## src/design/clockPkg.sv

```systemverilog
package clockPkg;

    ////////////////////////////////////////////////////////////
    // time of day
    ////////////////////////////////////////////////////////////

    // six bcd digits, msb field first so secOnes lands in [3:0]
    typedef struct packed {
        logic [3:0] hrTens;
        logic [3:0] hrOnes;
        logic [3:0] minTens;
        logic [3:0] minOnes;
        logic [3:0] secTens;
        logic [3:0] secOnes;
    } bcdTime_t;

    // same 24 bits seen as fields or as a digit array
    typedef union packed {
        bcdTime_t        field;   // counter works on names
        logic [5:0][3:0] digit;   // digit[0] = secOnes .. digit[5] = hrTens
    } timeWord_t;

    localparam int digitCount = 6;

    typedef logic [2:0] cursor_t;   // 0 = secOnes, 5 = hrTens

    typedef enum logic [1:0] {
        modeRun      = 2'd0,
        modeSetTime  = 2'd1,
        modeSetAlarm = 2'd2     // 3 falls back to run behaviour
    } mode_t;

    // per-digit upper limits
    localparam logic [3:0] maxOnes      = 4'd9;
    localparam logic [3:0] maxSecTens   = 4'd5;
    localparam logic [3:0] maxMinTens   = 4'd5;
    localparam logic [3:0] maxHrTens    = 4'd2;
    localparam logic [3:0] maxHrOnesAt2 = 4'd3;   // 20..23 only

    ////////////////////////////////////////////////////////////
    // seven segment, active low {a,b,c,d,e,f,g}
    ////////////////////////////////////////////////////////////

    localparam logic [6:0] segDigit [0:9] = '{
        7'b0000001, 7'b1001111, 7'b0010010, 7'b0000110, 7'b1001100,
        7'b0100100, 7'b0100000, 7'b0001111, 7'b0000000, 7'b0000100
    };
    localparam logic [6:0] segBlank      = 7'b1111111;
    localparam logic [6:0] segGlyphSet   = 7'b0100100;   // S, same as a 5
    localparam logic [6:0] segGlyphAlarm = 7'b0001000;   // A

    // board defaults, 100 MHz clk
    localparam logic [31:0] defTicksPerSecond = 32'd100_000_000;
    localparam logic [31:0] defScanPeriod     = 32'd1024;
    localparam logic [31:0] defBlinkHalf      = 32'd50_000_000;   // 1 Hz blink
    localparam logic [31:0] defToneHalf       = 32'd67_568;       // ~740 Hz tone

endpackage

```

## src/design/tickGen.sv

```systemverilog
`timescale 1ns/100ps

module tickGen #(
    parameter logic [31:0] ticksPerSecond = clockPkg::defTicksPerSecond,
    parameter logic [31:0] scanPeriod     = clockPkg::defScanPeriod,
    parameter logic [31:0] blinkHalf      = clockPkg::defBlinkHalf,
    parameter logic [31:0] toneHalf       = clockPkg::defToneHalf
) (
    input  logic clk,
    input  logic arstN,
    output logic secTick,     // one clk wide, once a second
    output logic scanTick,    // one clk wide, once per scan slot
    output logic blinkPhase,  // square wave for cursor blink
    output logic toneSq       // square wave for the speaker
);

    // 0 = second, 1 = scan, 2 = blink, 3 = tone
    localparam logic [3:0][31:0] periods = {toneHalf, blinkHalf, scanPeriod, ticksPerSecond};

    logic [3:0][31:0] cnt;
    logic [3:0]       outBit;   // [1:0] pulses, [3:2] toggles

    always_ff @(posedge clk or negedge arstN)
    begin
        if (!arstN)
        begin
            cnt    <= '0;
            outBit <= '0;
        end
        else
        begin
            for (int i = 0; i < 4; i++)
            begin
                if (cnt[i] == periods[i] - 32'd1)
                begin
                    cnt[i]    <= '0;
                    outBit[i] <= (i < 2) ? 1'b1 : ~outBit[i];   // pulse or toggle
                end
                else
                begin
                    cnt[i] <= cnt[i] + 32'd1;
                    if (i < 2)
                        outBit[i] <= 1'b0;   // pulses drop after one clk
                end
            end
        end
    end

    assign secTick    = outBit[0];
    assign scanTick   = outBit[1];
    assign blinkPhase = outBit[2];
    assign toneSq     = outBit[3];

endmodule

```

## src/design/buttonSync.sv

```systemverilog
`timescale 1ns/100ps

module buttonSync (
    input  logic                clk,
    input  logic                arstN,
    input  logic                up,
    input  logic                down,
    input  logic                left,
    input  logic                right,
    input  logic                middle,
    input  logic [1:0]          switch,
    output logic                upPulse,
    output logic                downPulse,
    output logic                leftPulse,
    output logic                rightPulse,
    output logic                middlePulse,
    output clockPkg::mode_t     mode
);

    logic [4:0] btnMeta;    // first flop, may go metastable
    logic [4:0] btnSync;    // second flop, safe to use
    logic [4:0] btnLast;    // third flop, edge history
    logic [4:0] btnPulse;   // registered rising edges
    logic [1:0] swMeta;

    always_ff @(posedge clk or negedge arstN)
    begin
        if (!arstN)
        begin
            btnMeta  <= '0;
            btnSync  <= '0;
            btnLast  <= '0;
            btnPulse <= '0;
            swMeta   <= '0;
            mode     <= clockPkg::modeRun;
        end
        else
        begin
            btnMeta  <= {middle, right, left, down, up};
            btnSync  <= btnMeta;
            btnLast  <= btnSync;
            btnPulse <= btnSync & ~btnLast;   // one pulse per press, held or not
            swMeta   <= switch;
            mode     <= clockPkg::mode_t'(swMeta);   // 3 passes through, acts as run
        end
    end

    assign upPulse     = btnPulse[0];
    assign downPulse   = btnPulse[1];
    assign leftPulse   = btnPulse[2];
    assign rightPulse  = btnPulse[3];
    assign middlePulse = btnPulse[4];

endmodule

```

## src/design/timeKeeper.sv

```systemverilog
`timescale 1ns/100ps

module timeKeeper (
    input  logic                clk,
    input  logic                arstN,
    input  logic                secTick,
    input  clockPkg::mode_t     mode,
    input  logic                loadTime,
    input  clockPkg::timeWord_t editWord,
    output clockPkg::timeWord_t nowTime
);

    clockPkg::bcdTime_t cur;
    clockPkg::bcdTime_t nxt;   // current time plus one second
    logic c1, c2, c3, c4;      // carries out of each lower digit

    assign cur = nowTime.field;

    ////////////////////////////////////////////////////////////
    // chained bcd increment
    ////////////////////////////////////////////////////////////

    always_comb
    begin
        nxt = cur;
        c1  = (cur.secOnes == clockPkg::maxOnes);
        c2  = c1 && (cur.secTens == clockPkg::maxSecTens);
        c3  = c2 && (cur.minOnes == clockPkg::maxOnes);
        c4  = c3 && (cur.minTens == clockPkg::maxMinTens);

        nxt.secOnes = c1 ? 4'd0 : cur.secOnes + 4'd1;
        if (c1)
            nxt.secTens = c2 ? 4'd0 : cur.secTens + 4'd1;
        if (c2)
            nxt.minOnes = c3 ? 4'd0 : cur.minOnes + 4'd1;
        if (c3)
            nxt.minTens = c4 ? 4'd0 : cur.minTens + 4'd1;

        // hours, 23 -> 00 ends the day
        if (c4 && cur.hrTens == clockPkg::maxHrTens && cur.hrOnes == clockPkg::maxHrOnesAt2)
        begin
            nxt.hrTens = 4'd0;
            nxt.hrOnes = 4'd0;
        end
        else if (c4 && cur.hrOnes == clockPkg::maxOnes)
        begin
            nxt.hrOnes = 4'd0;
            nxt.hrTens = cur.hrTens + 4'd1;
        end
        else if (c4)
            nxt.hrOnes = cur.hrOnes + 4'd1;
    end

    always_ff @(posedge clk or negedge arstN)
    begin
        if (!arstN)
            nowTime <= '0;
        else if (loadTime)
            nowTime <= editWord;   // edit beats the tick
        else if (secTick && mode != clockPkg::modeSetTime)
            nowTime.field <= nxt;  // frozen while setting
    end

    // counter and editor together must keep a legal time
    assert property (@(posedge clk) disable iff (!arstN)
        cur.secOnes <= clockPkg::maxOnes && cur.secTens <= clockPkg::maxSecTens &&
        cur.minOnes <= clockPkg::maxOnes && cur.minTens <= clockPkg::maxMinTens &&
        cur.hrOnes <= clockPkg::maxOnes && cur.hrTens <= clockPkg::maxHrTens &&
        !(cur.hrTens == clockPkg::maxHrTens && cur.hrOnes > clockPkg::maxHrOnesAt2));

endmodule

```

## src/design/timeEditor.sv

```systemverilog
`timescale 1ns/100ps

module timeEditor (
    input  logic                clk,
    input  logic                arstN,
    input  clockPkg::mode_t     mode,
    input  logic                upPulse,
    input  logic                downPulse,
    input  logic                leftPulse,
    input  logic                rightPulse,
    input  clockPkg::timeWord_t nowTime,
    input  clockPkg::timeWord_t alarmTime,
    output clockPkg::cursor_t   cursor,
    output clockPkg::timeWord_t editWord,
    output logic                loadTime,
    output logic                loadAlarm
);

    logic                setMode;
    clockPkg::timeWord_t srcWord;    // word under edit
    clockPkg::timeWord_t editNext;   // srcWord with one digit changed
    logic [3:0]          curDigit;
    logic [3:0]          limit;      // highest legal value at cursor
    logic [3:0]          newDigit;

    assign setMode = (mode == clockPkg::modeSetTime) || (mode == clockPkg::modeSetAlarm);

    always_comb
    begin
        srcWord  = (mode == clockPkg::modeSetAlarm) ? alarmTime : nowTime;
        curDigit = srcWord.digit[cursor];
        case (cursor)
            3'd1:    limit = clockPkg::maxSecTens;
            3'd3:    limit = clockPkg::maxMinTens;
            3'd4:    limit = (srcWord.field.hrTens == clockPkg::maxHrTens) ?
                             clockPkg::maxHrOnesAt2 : clockPkg::maxOnes;
            3'd5:    limit = clockPkg::maxHrTens;
            default: limit = clockPkg::maxOnes;   // all ones digits
        endcase

        if (upPulse)
            newDigit = (curDigit >= limit) ? 4'd0 : curDigit + 4'd1;
        else
            newDigit = (curDigit == 4'd0) ? limit : curDigit - 4'd1;

        editNext = srcWord;
        editNext.digit[cursor] = newDigit;
        // tens going to 2 can leave 24..29 behind
        if (editNext.field.hrTens == clockPkg::maxHrTens &&
            editNext.field.hrOnes > clockPkg::maxHrOnesAt2)
            editNext.field.hrOnes = clockPkg::maxHrOnesAt2;
    end

    always_ff @(posedge clk or negedge arstN)
    begin
        if (!arstN)
        begin
            cursor    <= '0;
            editWord  <= '0;
            loadTime  <= 1'b0;
            loadAlarm <= 1'b0;
        end
        else
        begin
            loadTime  <= 1'b0;
            loadAlarm <= 1'b0;
            if (setMode)   // run mode ignores every button
            begin
                if (leftPulse)   // toward hrTens
                    cursor <= (cursor == clockPkg::cursor_t'(clockPkg::digitCount - 1)) ?
                              '0 : cursor + 3'd1;
                else if (rightPulse)   // toward secOnes
                    cursor <= (cursor == '0) ?
                              clockPkg::cursor_t'(clockPkg::digitCount - 1) : cursor - 3'd1;

                if (upPulse || downPulse)
                begin
                    editWord  <= editNext;
                    loadTime  <= (mode == clockPkg::modeSetTime);
                    loadAlarm <= (mode == clockPkg::modeSetAlarm);
                end
            end
        end
    end

    assert property (@(posedge clk) disable iff (!arstN)
        cursor <= clockPkg::cursor_t'(clockPkg::digitCount - 1));

endmodule

```

## src/design/alarmUnit.sv

```systemverilog
`timescale 1ns/100ps

module alarmUnit (
    input  logic                clk,
    input  logic                arstN,
    input  clockPkg::mode_t     mode,
    input  logic                loadAlarm,
    input  clockPkg::timeWord_t editWord,
    input  clockPkg::timeWord_t nowTime,
    input  logic                middlePulse,
    input  logic                toneSq,
    output clockPkg::timeWord_t alarmTime,
    output logic                speaker
);

    logic armed;     // set by any alarm edit
    logic ringing;   // latched match, held until middle
    logic runMode;
    logic match;

    // mode 3 counts as run
    assign runMode = (mode != clockPkg::modeSetTime) && (mode != clockPkg::modeSetAlarm);
    assign match   = armed && runMode && (nowTime == alarmTime);

    always_ff @(posedge clk or negedge arstN)
    begin
        if (!arstN)
        begin
            alarmTime <= '0;
            armed     <= 1'b0;
            ringing   <= 1'b0;
            speaker   <= 1'b0;
        end
        else
        begin
            if (loadAlarm)
            begin
                alarmTime <= editWord;
                armed     <= 1'b1;
            end
            if (match)
                ringing <= 1'b1;   // stays on after the second moves on
            if (middlePulse)       // silence wins over a same-cycle match
            begin
                ringing <= 1'b0;
                armed   <= 1'b0;
            end
            speaker <= toneSq & ringing;
        end
    end

endmodule

```

## src/design/displayScan.sv

```systemverilog
`timescale 1ns/100ps

module displayScan (
    input  logic                clk,
    input  logic                arstN,
    input  logic                scanTick,
    input  clockPkg::mode_t     mode,
    input  clockPkg::timeWord_t nowTime,
    input  clockPkg::timeWord_t alarmTime,
    input  clockPkg::cursor_t   cursor,
    input  logic                blinkPhase,
    output logic [7:0]          anode,   // active low
    output logic [6:0]          seg      // active low {a..g}
);

    logic [2:0]          pos;        // 0..5 digits, 6 glyph
    logic                setMode;
    clockPkg::timeWord_t srcWord;
    logic [3:0]          curDigit;
    logic [7:0]          anodeNext;
    logic [6:0]          segNext;

    always_ff @(posedge clk or negedge arstN)
    begin
        if (!arstN)
            pos <= '0;
        else if (scanTick)
            pos <= (pos == 3'(clockPkg::digitCount)) ? 3'd0 : pos + 3'd1;
    end

    ////////////////////////////////////////////////////////////
    // slot decode
    ////////////////////////////////////////////////////////////

    assign setMode = (mode == clockPkg::modeSetTime) || (mode == clockPkg::modeSetAlarm);
    assign srcWord = (mode == clockPkg::modeSetAlarm) ? alarmTime : nowTime;

    always_comb
    begin
        anodeNext = '1;
        segNext   = clockPkg::segBlank;
        curDigit  = '0;
        if (pos == 3'(clockPkg::digitCount))
        begin
            anodeNext[7] = 1'b0;   // glyph sits on the last anode, 6 stays dark
            case (mode)
                clockPkg::modeSetTime:  segNext = clockPkg::segGlyphSet;
                clockPkg::modeSetAlarm: segNext = clockPkg::segGlyphAlarm;
                default:                segNext = clockPkg::segBlank;
            endcase
        end
        else
        begin
            curDigit = srcWord.digit[pos];
            segNext  = (curDigit > clockPkg::maxOnes) ? clockPkg::segBlank :
                       clockPkg::segDigit[curDigit];
            // cursor digit goes dark on the high half of blink
            if (!(setMode && blinkPhase && pos == cursor))
                anodeNext[pos] = 1'b0;
        end
    end

    always_ff @(posedge clk or negedge arstN)
    begin
        if (!arstN)
        begin
            anode <= '1;   // all off
            seg   <= clockPkg::segBlank;
        end
        else
        begin
            anode <= anodeNext;
            seg   <= segNext;
        end
    end

    // never two digits driven at once
    assert property (@(posedge clk) disable iff (!arstN) $onehot0(~anode));

endmodule

```

## src/design/clockTop.sv

```systemverilog
`timescale 1ns/100ps

module clockTop #(
    parameter logic [31:0] ticksPerSecond = clockPkg::defTicksPerSecond,
    parameter logic [31:0] scanPeriod     = clockPkg::defScanPeriod,
    parameter logic [31:0] blinkHalf      = clockPkg::defBlinkHalf,
    parameter logic [31:0] toneHalf       = clockPkg::defToneHalf
) (
    input  logic       clk,
    input  logic       arstN,
    input  logic       up,       // digit up in set modes
    input  logic       down,     // digit down in set modes
    input  logic       left,     // cursor toward hours
    input  logic       right,    // cursor toward seconds
    input  logic       middle,   // silence and disarm
    input  logic [1:0] switch,   // mode select
    output logic [7:0] anode,
    output logic [6:0] seg,
    output logic       speaker
);

    logic secTick, scanTick, blinkPhase, toneSq;
    logic upPulse, downPulse, leftPulse, rightPulse, middlePulse;
    logic loadTime, loadAlarm;

    clockPkg::mode_t     mode;
    clockPkg::cursor_t   cursor;
    clockPkg::timeWord_t nowTime;
    clockPkg::timeWord_t alarmTime;
    clockPkg::timeWord_t editWord;   // shared by time and alarm loads

    tickGen #(
        .ticksPerSecond(ticksPerSecond),
        .scanPeriod    (scanPeriod),
        .blinkHalf     (blinkHalf),
        .toneHalf      (toneHalf)
    ) u_tickGen (
        .clk(clk), .arstN(arstN), .secTick(secTick), .scanTick(scanTick),
        .blinkPhase(blinkPhase), .toneSq(toneSq)
    );

    buttonSync u_buttonSync (
        .clk(clk), .arstN(arstN), .up(up), .down(down), .left(left), .right(right),
        .middle(middle), .switch(switch), .upPulse(upPulse), .downPulse(downPulse),
        .leftPulse(leftPulse), .rightPulse(rightPulse), .middlePulse(middlePulse),
        .mode(mode)
    );

    timeKeeper u_timeKeeper (
        .clk(clk), .arstN(arstN), .secTick(secTick), .mode(mode),
        .loadTime(loadTime), .editWord(editWord), .nowTime(nowTime)
    );

    timeEditor u_timeEditor (
        .clk(clk), .arstN(arstN), .mode(mode), .upPulse(upPulse), .downPulse(downPulse),
        .leftPulse(leftPulse), .rightPulse(rightPulse), .nowTime(nowTime),
        .alarmTime(alarmTime), .cursor(cursor), .editWord(editWord),
        .loadTime(loadTime), .loadAlarm(loadAlarm)
    );

    alarmUnit u_alarmUnit (
        .clk(clk), .arstN(arstN), .mode(mode), .loadAlarm(loadAlarm),
        .editWord(editWord), .nowTime(nowTime), .middlePulse(middlePulse),
        .toneSq(toneSq), .alarmTime(alarmTime), .speaker(speaker)
    );

    displayScan u_displayScan (
        .clk(clk), .arstN(arstN), .scanTick(scanTick), .mode(mode), .nowTime(nowTime),
        .alarmTime(alarmTime), .cursor(cursor), .blinkPhase(blinkPhase),
        .anode(anode), .seg(seg)
    );

endmodule

```

## config.mk

```make
export PLATFORM = sky130hd
export DESIGN_NAME = clockTop
export DESIGN_NICKNAME = d
export VERILOG_FILES = /design/src/design/clockPkg.sv /design/src/design/tickGen.sv /design/src/design/buttonSync.sv /design/src/design/timeKeeper.sv /design/src/design/timeEditor.sv /design/src/design/alarmUnit.sv /design/src/design/displayScan.sv /design/src/design/clockTop.sv
export SDC_FILE = /design/constraint.sdc
export NUM_CORES = 1
export LEC_CHECK = 0
export BUFFER_PORTS_ARGS = -buffer_cell sky130_fd_sc_hd__buf_2
export CAP_MARGIN = 20
export CORE_ASPECT_RATIO = 2
export CORE_MARGIN = 8
export CORE_UTILIZATION = 60
export CTS_BUF_LIST = sky130_fd_sc_hd__clkbuf_4
export DETAILED_ROUTE_END_ITERATION = 12
export PLACE_DENSITY = 0.82
export SYNTH_ARGS = -nofsm -noshare
export SYNTH_HDL_FRONTEND = slang
export SYNTH_SLANG_ARGS = --single-unit
```

## constraint.sdc

```tcl
create_clock -name clk -period 5.2 [get_ports clk]
set_input_delay 0 -clock clk [delete_from_list [all_inputs] [get_ports clk]]
set_output_delay 0 -clock clk [all_outputs]
set_load 0.02 [all_outputs]
```

==> impl_metrics.toml, run 1 <==
[final_layout]
fillers = 1563
ff_latch_area_um2 = 6370
final_cells = 1589
areaGrowthSynthToFinish_pct = 10.5
drive_gt1_share_pct = 15.1
multiInputGateArea_um2 = 5940
finalNetCount = 1315

[power_and_ir_drop]
finalPower_mw = 6.13
combPwrFrac_pct = 32.2
cellPowerDensity_nw_per_um2 = 442
power_frac_seq_pct = 43.0
p_sw_mw = 2.29
p_clk_share_pct = 24.8
leakagePower_nw = 6.29
ir_drop_mv = 0.253
swShare_pct = 37.3
intPower_mw = 3.84

[logic_synthesis]
netlist_instances = 1207
yosysTopAreaCellShare_pct = 47.7
synthFlopType = "dfrtp_1"
yosysMostFrequentCell = "dfrtp_1"
synthTopCellsByArea = "dfrtp_1 48%, xnor2_1 5.6%, xor2_1 4.8%, nor2_1 3.7%, nand2_1 3.3%"
synth_top_cells_by_count = "239 x dfrtp_1, 125 x nor2_1, 110 x nand2_1, 80 x xnor2_1, 69 x xor2_1"
synth-seq-cells = 254
ys_types = 69
synth_top_area_cell = "dfrtp_1"
synth_nets = 1245
synth-edff-count = 0
yosysWarnings = 0
syn_area_um2 = 12500
ys_seq_area_share_pct = 50.8
synth.avg_cell_area_um2 = 10.4
ys_async_sr_fraction_pct = 100

[clock_tree]
cts_made_buffers = 56
clkTransAtPathRegs_ps = 70
ctsResizeCount = 0
cts_buffer_depth = 3
cts.sinks = 254
cts_tree = "built"
clk_latency_ps = 710
htree_num_levels = 2
clockRootBuffer = "clkbuf_4"

[routing]
ant_nets = 0
via_count = 9326
dr.pass1.iters = 5
drtIter0Drc = 724
via_per_inst = 5.87
post_drt_wl_per_cell_um = 17.7
drcViolationCount = 0
wl_um = 28200

[setup_path]
slowest_stage = "ha_1"
endpoint_kind = "flop"
crit_buf_inv = 4
startpoint_type = "flop"
critPathKind = "reg -> reg"
cpLargestDelayFamily = "compound AO/OA/AOI/OAI gates"
worstPathCellList = "inv_1 -> ha_1 -> buf_4 -> mux2i_1 -> mux4_2 -> a21o_1 -> inv_1 -> ha_1 -> nand2_1 -> o2111ai_1 -> a21o_1 -> o311ai_2 -> buf_4 -> or3_1 -> o31a_1 -> a22o_1"
crit_fanout = 17
critPathArrivalTime_ps = 5170
max_stage_delay_ps = 660
required_ps = 5790

[global_route]
grt_use_total_pct = 22.4
grt_pass1_wl_um = 47800
grt_pass1_vias = 9664
grt_max_degree = 141
antenna_found_initial = 1
grt_overflow_total = 0

[floorplan]
io_pins = 25
die_w_um = 118
die_h_um = 221
dieArea_um2 = 26100
start_util_pct = 60.5
num_rows = 75
core-area_um2 = 20700

[timing]
drv_slew = 0
timing.clock.skew_ps = 57.0
period_share_pct = 88.2
final.setup.tns_ps = 0
final_hold_viol_count = 0
worst_slew_margin_rel_pct = 30.8
rsz0062_at_grt = "false"
min_period_ps = 4590
fin_ws_ps = 614
setup_viol_count_final = 0
tightest_slew_ps = 1030
fin_hold_ws_ps = 274
fmax_ghz = 0.218

[placed_design]
pre_cts_ws_ps = 714
io_buffers = 24
gp_congestion = 0.888
dp_hpwl_um = 19200
dp_cells = 1471

[min_path]
hold_class = "in -> async"

[flow_run]
maxCapViolCount = 0

[outcome]
outcome = "finished clean"
layer usage:
layer	part of all wire [%]	track usage [%]	wire length (um)
met4	3.8	10.4	1060
met1	43	28.0	12100
met3	5.0	4.27	1390
met5	0	0	0
met2	48	36.9	13600
repair_timing:
action | CTS | global route
setup buffers | 0 | 0
hold buffers | 17 | 0
hold endpoints to repair | 121 | 0
cell type report:
class | count | share of cell area, %
Clock buffer | 85 | 4.60
Clock inverter | 15 | 0.496
Multi-Input combinational cell | 892 | 42.8
Sequential cell | 254 | 46.0
Tap cell | 269 | 2.43
Inverter | 23 | 0.623
Timing Repair Buffer | 50 | 3.01
Antenna cell | 1 | 0.0181
worst paths after layout:
kind	startpoint	endpoint	slack [ps]	cells after the start
max in group asynchronous	arstN	u_tickGen.cnt[39]	4000	4
worst max register to register	u_buttonSync.mode[0]	u_timeEditor.editWord[19]	610	16
worst min register to register	u_buttonSync.btnMeta[3]	u_buttonSync.btnSync[3]	340	0
min in group clk	u_buttonSync.btnMeta[3]	u_buttonSync.btnSync[3]	340	0
worst max-delay path	u_buttonSync.mode[0]	u_timeEditor.editWord[19]	610	16
worst min-delay path	arstN	u_timeEditor.editWord[12]	270	3
state kept, by name (all words and copies together), names as in the netlist, 2 cells and up:
| register | count |
|---|---|
| u_timeKeeper.nowTime | 24 |
| u_buttonSync.btnLast | 5 |
| u_buttonSync.btnMeta | 5 |
| u_timeEditor.cursor | 3 |
| u_buttonSync.btnPulse | 5 |
| u_displayScan.seg | 7 |
| u_alarmUnit.alarmTime | 24 |
| u_buttonSync.btnSync | 5 |
| u_tickGen.cnt | 128 |
| u_buttonSync.swMeta | 2 |
| u_buttonSync.mode | 2 |
| u_displayScan.pos | 3 |
| u_displayScan.anode | 8 |
| u_timeEditor.editWord | 24 |
| u_tickGen.outBit | 4 |
cells in the final DEF (no fill, tap or decap), types with 7 or more instances in the layout:
master and n:
a21oi_1 44, and2_1 11, and3_1 19, and4_1 13
buf_2 23, buf_4 7, clkbuf_4 85, clkinv_1 9
dfrtp_1 239, dfstp_2 15, dlygate4sd3_1 16, ha_1 29
inv_1 22, mux2_2 34, mux2i_1 29, mux4_2 8
nand2_1 110, nand2b_1 9, nand3_1 58, nand4_1 31
nor2_1 125, nor2b_1 24, nor3_1 19, nor4_1 19
o21ai_0 43, o21ai_1 25, xnor2_1 80, xor2_1 69
power by group through the flow:
stage                     logic, mW  registers [mW]  clock network, mW
after CTS                      1.94            2.63               1.57
after global routing           2.18            2.67               1.66
final                          1.97            2.63               1.52
after detailed placement       1.92            2.66                  0
after global placement         1.87            2.66                  0
after floorplan                1.41            2.53                  0
worst reg2reg max path, stage by stage, from the launching register on:
cell and delay [ps]:
dfrtp_1 400, inv_1 70, ha_1 660, buf_4 420, mux2i_1 350, mux4_2 330, a21o_1 240, inv_1 80
ha_1 290, nand2_1 90, o2111ai_1 240, a21o_1 170, o311ai_2 90, buf_4 190, or3_1 350, o31a_1 310
a22o_1 200
stage by stage:
step,instance area [um2],util [%]
floorplan,12500,-
global placement,12900,62.4
detailed placement,13000,62.5
CTS,13900,66.8
global route,13900,66.8
finish,13900,66.8
kinds of logic (layout without fill, tap and decap cells):
group | after synthesis | in the layout | share of synthesized area [%]
adder cells (fa/ha/maj) | 29 | 29 | 2.89
other | 1 | 2 | 0.0299
AND/OR/NAND/NOR | 472 | 472 | 18.7
flip-flops | 254 | 254 | 50.8
multiplexers | 71 | 71 | 6.80
XOR/XNOR | 149 | 149 | 10.4
buffers and inverters | 61 | 173 | 1.95
AO/OA/AOI/OAI | 170 | 170 | 8.40
(Power assumes the default switching activity.)
==> run 2, diff against run 1 <==
--- a/config.mk
+++ b/config.mk
@@ -6,7 +6,6 @@
 export NUM_CORES = 1
 export LEC_CHECK = 0
 export BUFFER_PORTS_ARGS = -buffer_cell sky130_fd_sc_hd__buf_2
-export CAP_MARGIN = 20
 export CORE_ASPECT_RATIO = 2
 export CORE_MARGIN = 8
 export CORE_UTILIZATION = 60
==> constraint.sdc (replaced) <==
create_clock -name clk -period 5.2 [get_ports clk]
set_input_delay 1.04 -clock clk [delete_from_list [all_inputs] [get_ports clk]]
set_output_delay 1.04 -clock clk [all_outputs]
set_load 0.02 [all_outputs]
==> run 2 against run 1 <==
Compared with the run above:
- clock power grew 3%
- critical endpoint is now u_timeEditor.editWord[18]
- die area is the same
- highest routed layer unchanged
- critical path depth shrank 1
==> impl_metrics.toml, run 2 (synthesized netlist as in run 1, its figures left out) <==
[global_route]
antenna_found_initial = 1
grt_use_total_pct = 21.4
grt_pass1_vias = 9368
grt_pass1_wl_um = 45700
grt_max_degree = 114
grt_overflow_total = 0

[routing]
ant_nets = 0
drcViolationCount = 0
dr.pass1.iters = 7
via_per_inst = 5.75
post_drt_wl_per_cell_um = 17.2
wl_um = 27100
via_count = 9054
drtIter0Drc = 688

[placed_design]
dp_cells = 1471
gp_congestion = 0.886
io_buffers = 24
dp_hpwl_um = 18800

[setup_path]
startpoint_type = "flop"
crit_fanout = 17
critPathKind = "reg -> reg"
endpoint_kind = "flop"
required_ps = 5800
critPathArrivalTime_ps = 5120

[outcome]
outcome = "finished clean"

[floorplan]
io_pins = 25
die_w_um = 118
start_util_pct = 60.5
num_rows = 75
die_h_um = 221
dieArea_um2 = 26100
core-area_um2 = 20700

[clock_tree]
htree_num_levels = 2
cts_hold_buf = 0
ctsResizeCount = 0
cts.sinks = 254
clockRootBuffer = "clkbuf_4"
cts_made_buffers = 55
postCtsSetupRepairBufs = 0
cts_tree = "built"
clkTransAtPathRegs_ps = 90
clk_latency_ps = 700
cts_buffer_depth = 3

[timing]
rsz0062_at_grt = "false"
drv_slew = 0
final.setup.tns_ps = 0
tightest_slew_ps = 1220
worst_slew_margin_rel_pct = 18.5
timing.clock.skew_ps = 46.2
setup_viol_count_final = 0
min_period_ps = 4520
period_share_pct = 87.0
final_hold_viol_count = 0
fmax_ghz = 0.221

[final_layout]
layout_common_cells = "239 x dfrtp_1, 125 x nor2_1, 110 x nand2_1"
finalNetCount = 1297
largest_reg_flops = 128
final_core_util_pct = 66.0
areaGrowthSynthToFinish_pct = 9.09
mostFrequentLayoutCell = "dfrtp_1"
final_cells = 1574
largest-register = "u_tickGen.cnt"
drive_gt1_share_pct = 15.0

[min_path]
hold_class = "reg -> reg"

[flow_run]
maxCapViolCount = 0

[power_and_ir_drop]
leakagePower_nw = 6.22
cellPowerDensity_nw_per_um2 = 449
ir_drop_mv = 0.264
[run 2: critical path, cell delays in order (launching register included)]
cell and delay [ps]:
dfrtp_1 400, inv_1 60, ha_1 660, buf_4 410, mux2i_1 370, mux4_2 310, a21o_1 260, inv_1 80
ha_1 300, nand2_1 90, o211ai_1 340, o311ai_2 110, buf_4 190, or3_1 340, o31a_1 310, a22o_1 200
[run 2: cell type report]
class	count	area, um2
Timing Repair Buffer	33	210
Tap cell	269	337
Clock inverter	25	161
Multi-Input combinational cell	892	5940
Sequential cell	254	6370
Clock buffer	77	578
Inverter	23	86.3
Fill cell	1559	7050
Antenna cell	1	2.50
[run 2: path summary, 6_finish.rpt]
check | from | slack (ps) | depth (start not counted) | end
worst max-delay path | u_buttonSync.mode[0] | 680 | 15 | u_timeEditor.editWord[18]
worst min-delay path | u_buttonSync.btnMeta[1] | 350 | 0 | u_buttonSync.btnSync[1]
worst max register to register | u_buttonSync.mode[0] | 680 | 15 | u_timeEditor.editWord[18]
worst min register to register | u_buttonSync.btnMeta[1] | 350 | 0 | u_buttonSync.btnSync[1]
max in group asynchronous | arstN | 3680 | 2 | u_tickGen.cnt[104]
min in group asynchronous | arstN | 360 | 1 | u_alarmUnit.alarmTime[20]
[run 2: metrics by stage]
step                cell area [um2]  power [mW]  hold WS (ps)  setup slack (ps)
floorplan                     12500        3.93           331              1500
global placement              12900        4.54           337               824
detailed placement            12900        4.58           335               730
CTS                           13700        6.17           303               722
global route                  13700        6.53           352               451
finish                        13700        6.15           347               675
[run 2: metal layers]
metal  up-vias  GRT usage [%]  share of wire [%]
li1       4372              -                  -
met1      4390           27.0                 44
met2       221           34.5                 48
met3        71           4.24                4.6
met4         0           11.1                3.6
met5         -              0                  0
[run 2: where the power goes]
| part | total [mW] | leakage [nW] | internal [mW] | switching (mW) |
|---|---|---|---|---|
| sequential | 2.64 | 3.32 | 2.26 | 0.376 |
| clock | 1.56 | 0.440 | 0.794 | 0.768 |
| combinational | 1.95 | 2.46 | 0.819 | 1.13 |
| total | 6.15 | 6.22 | 3.87 | 2.27 |
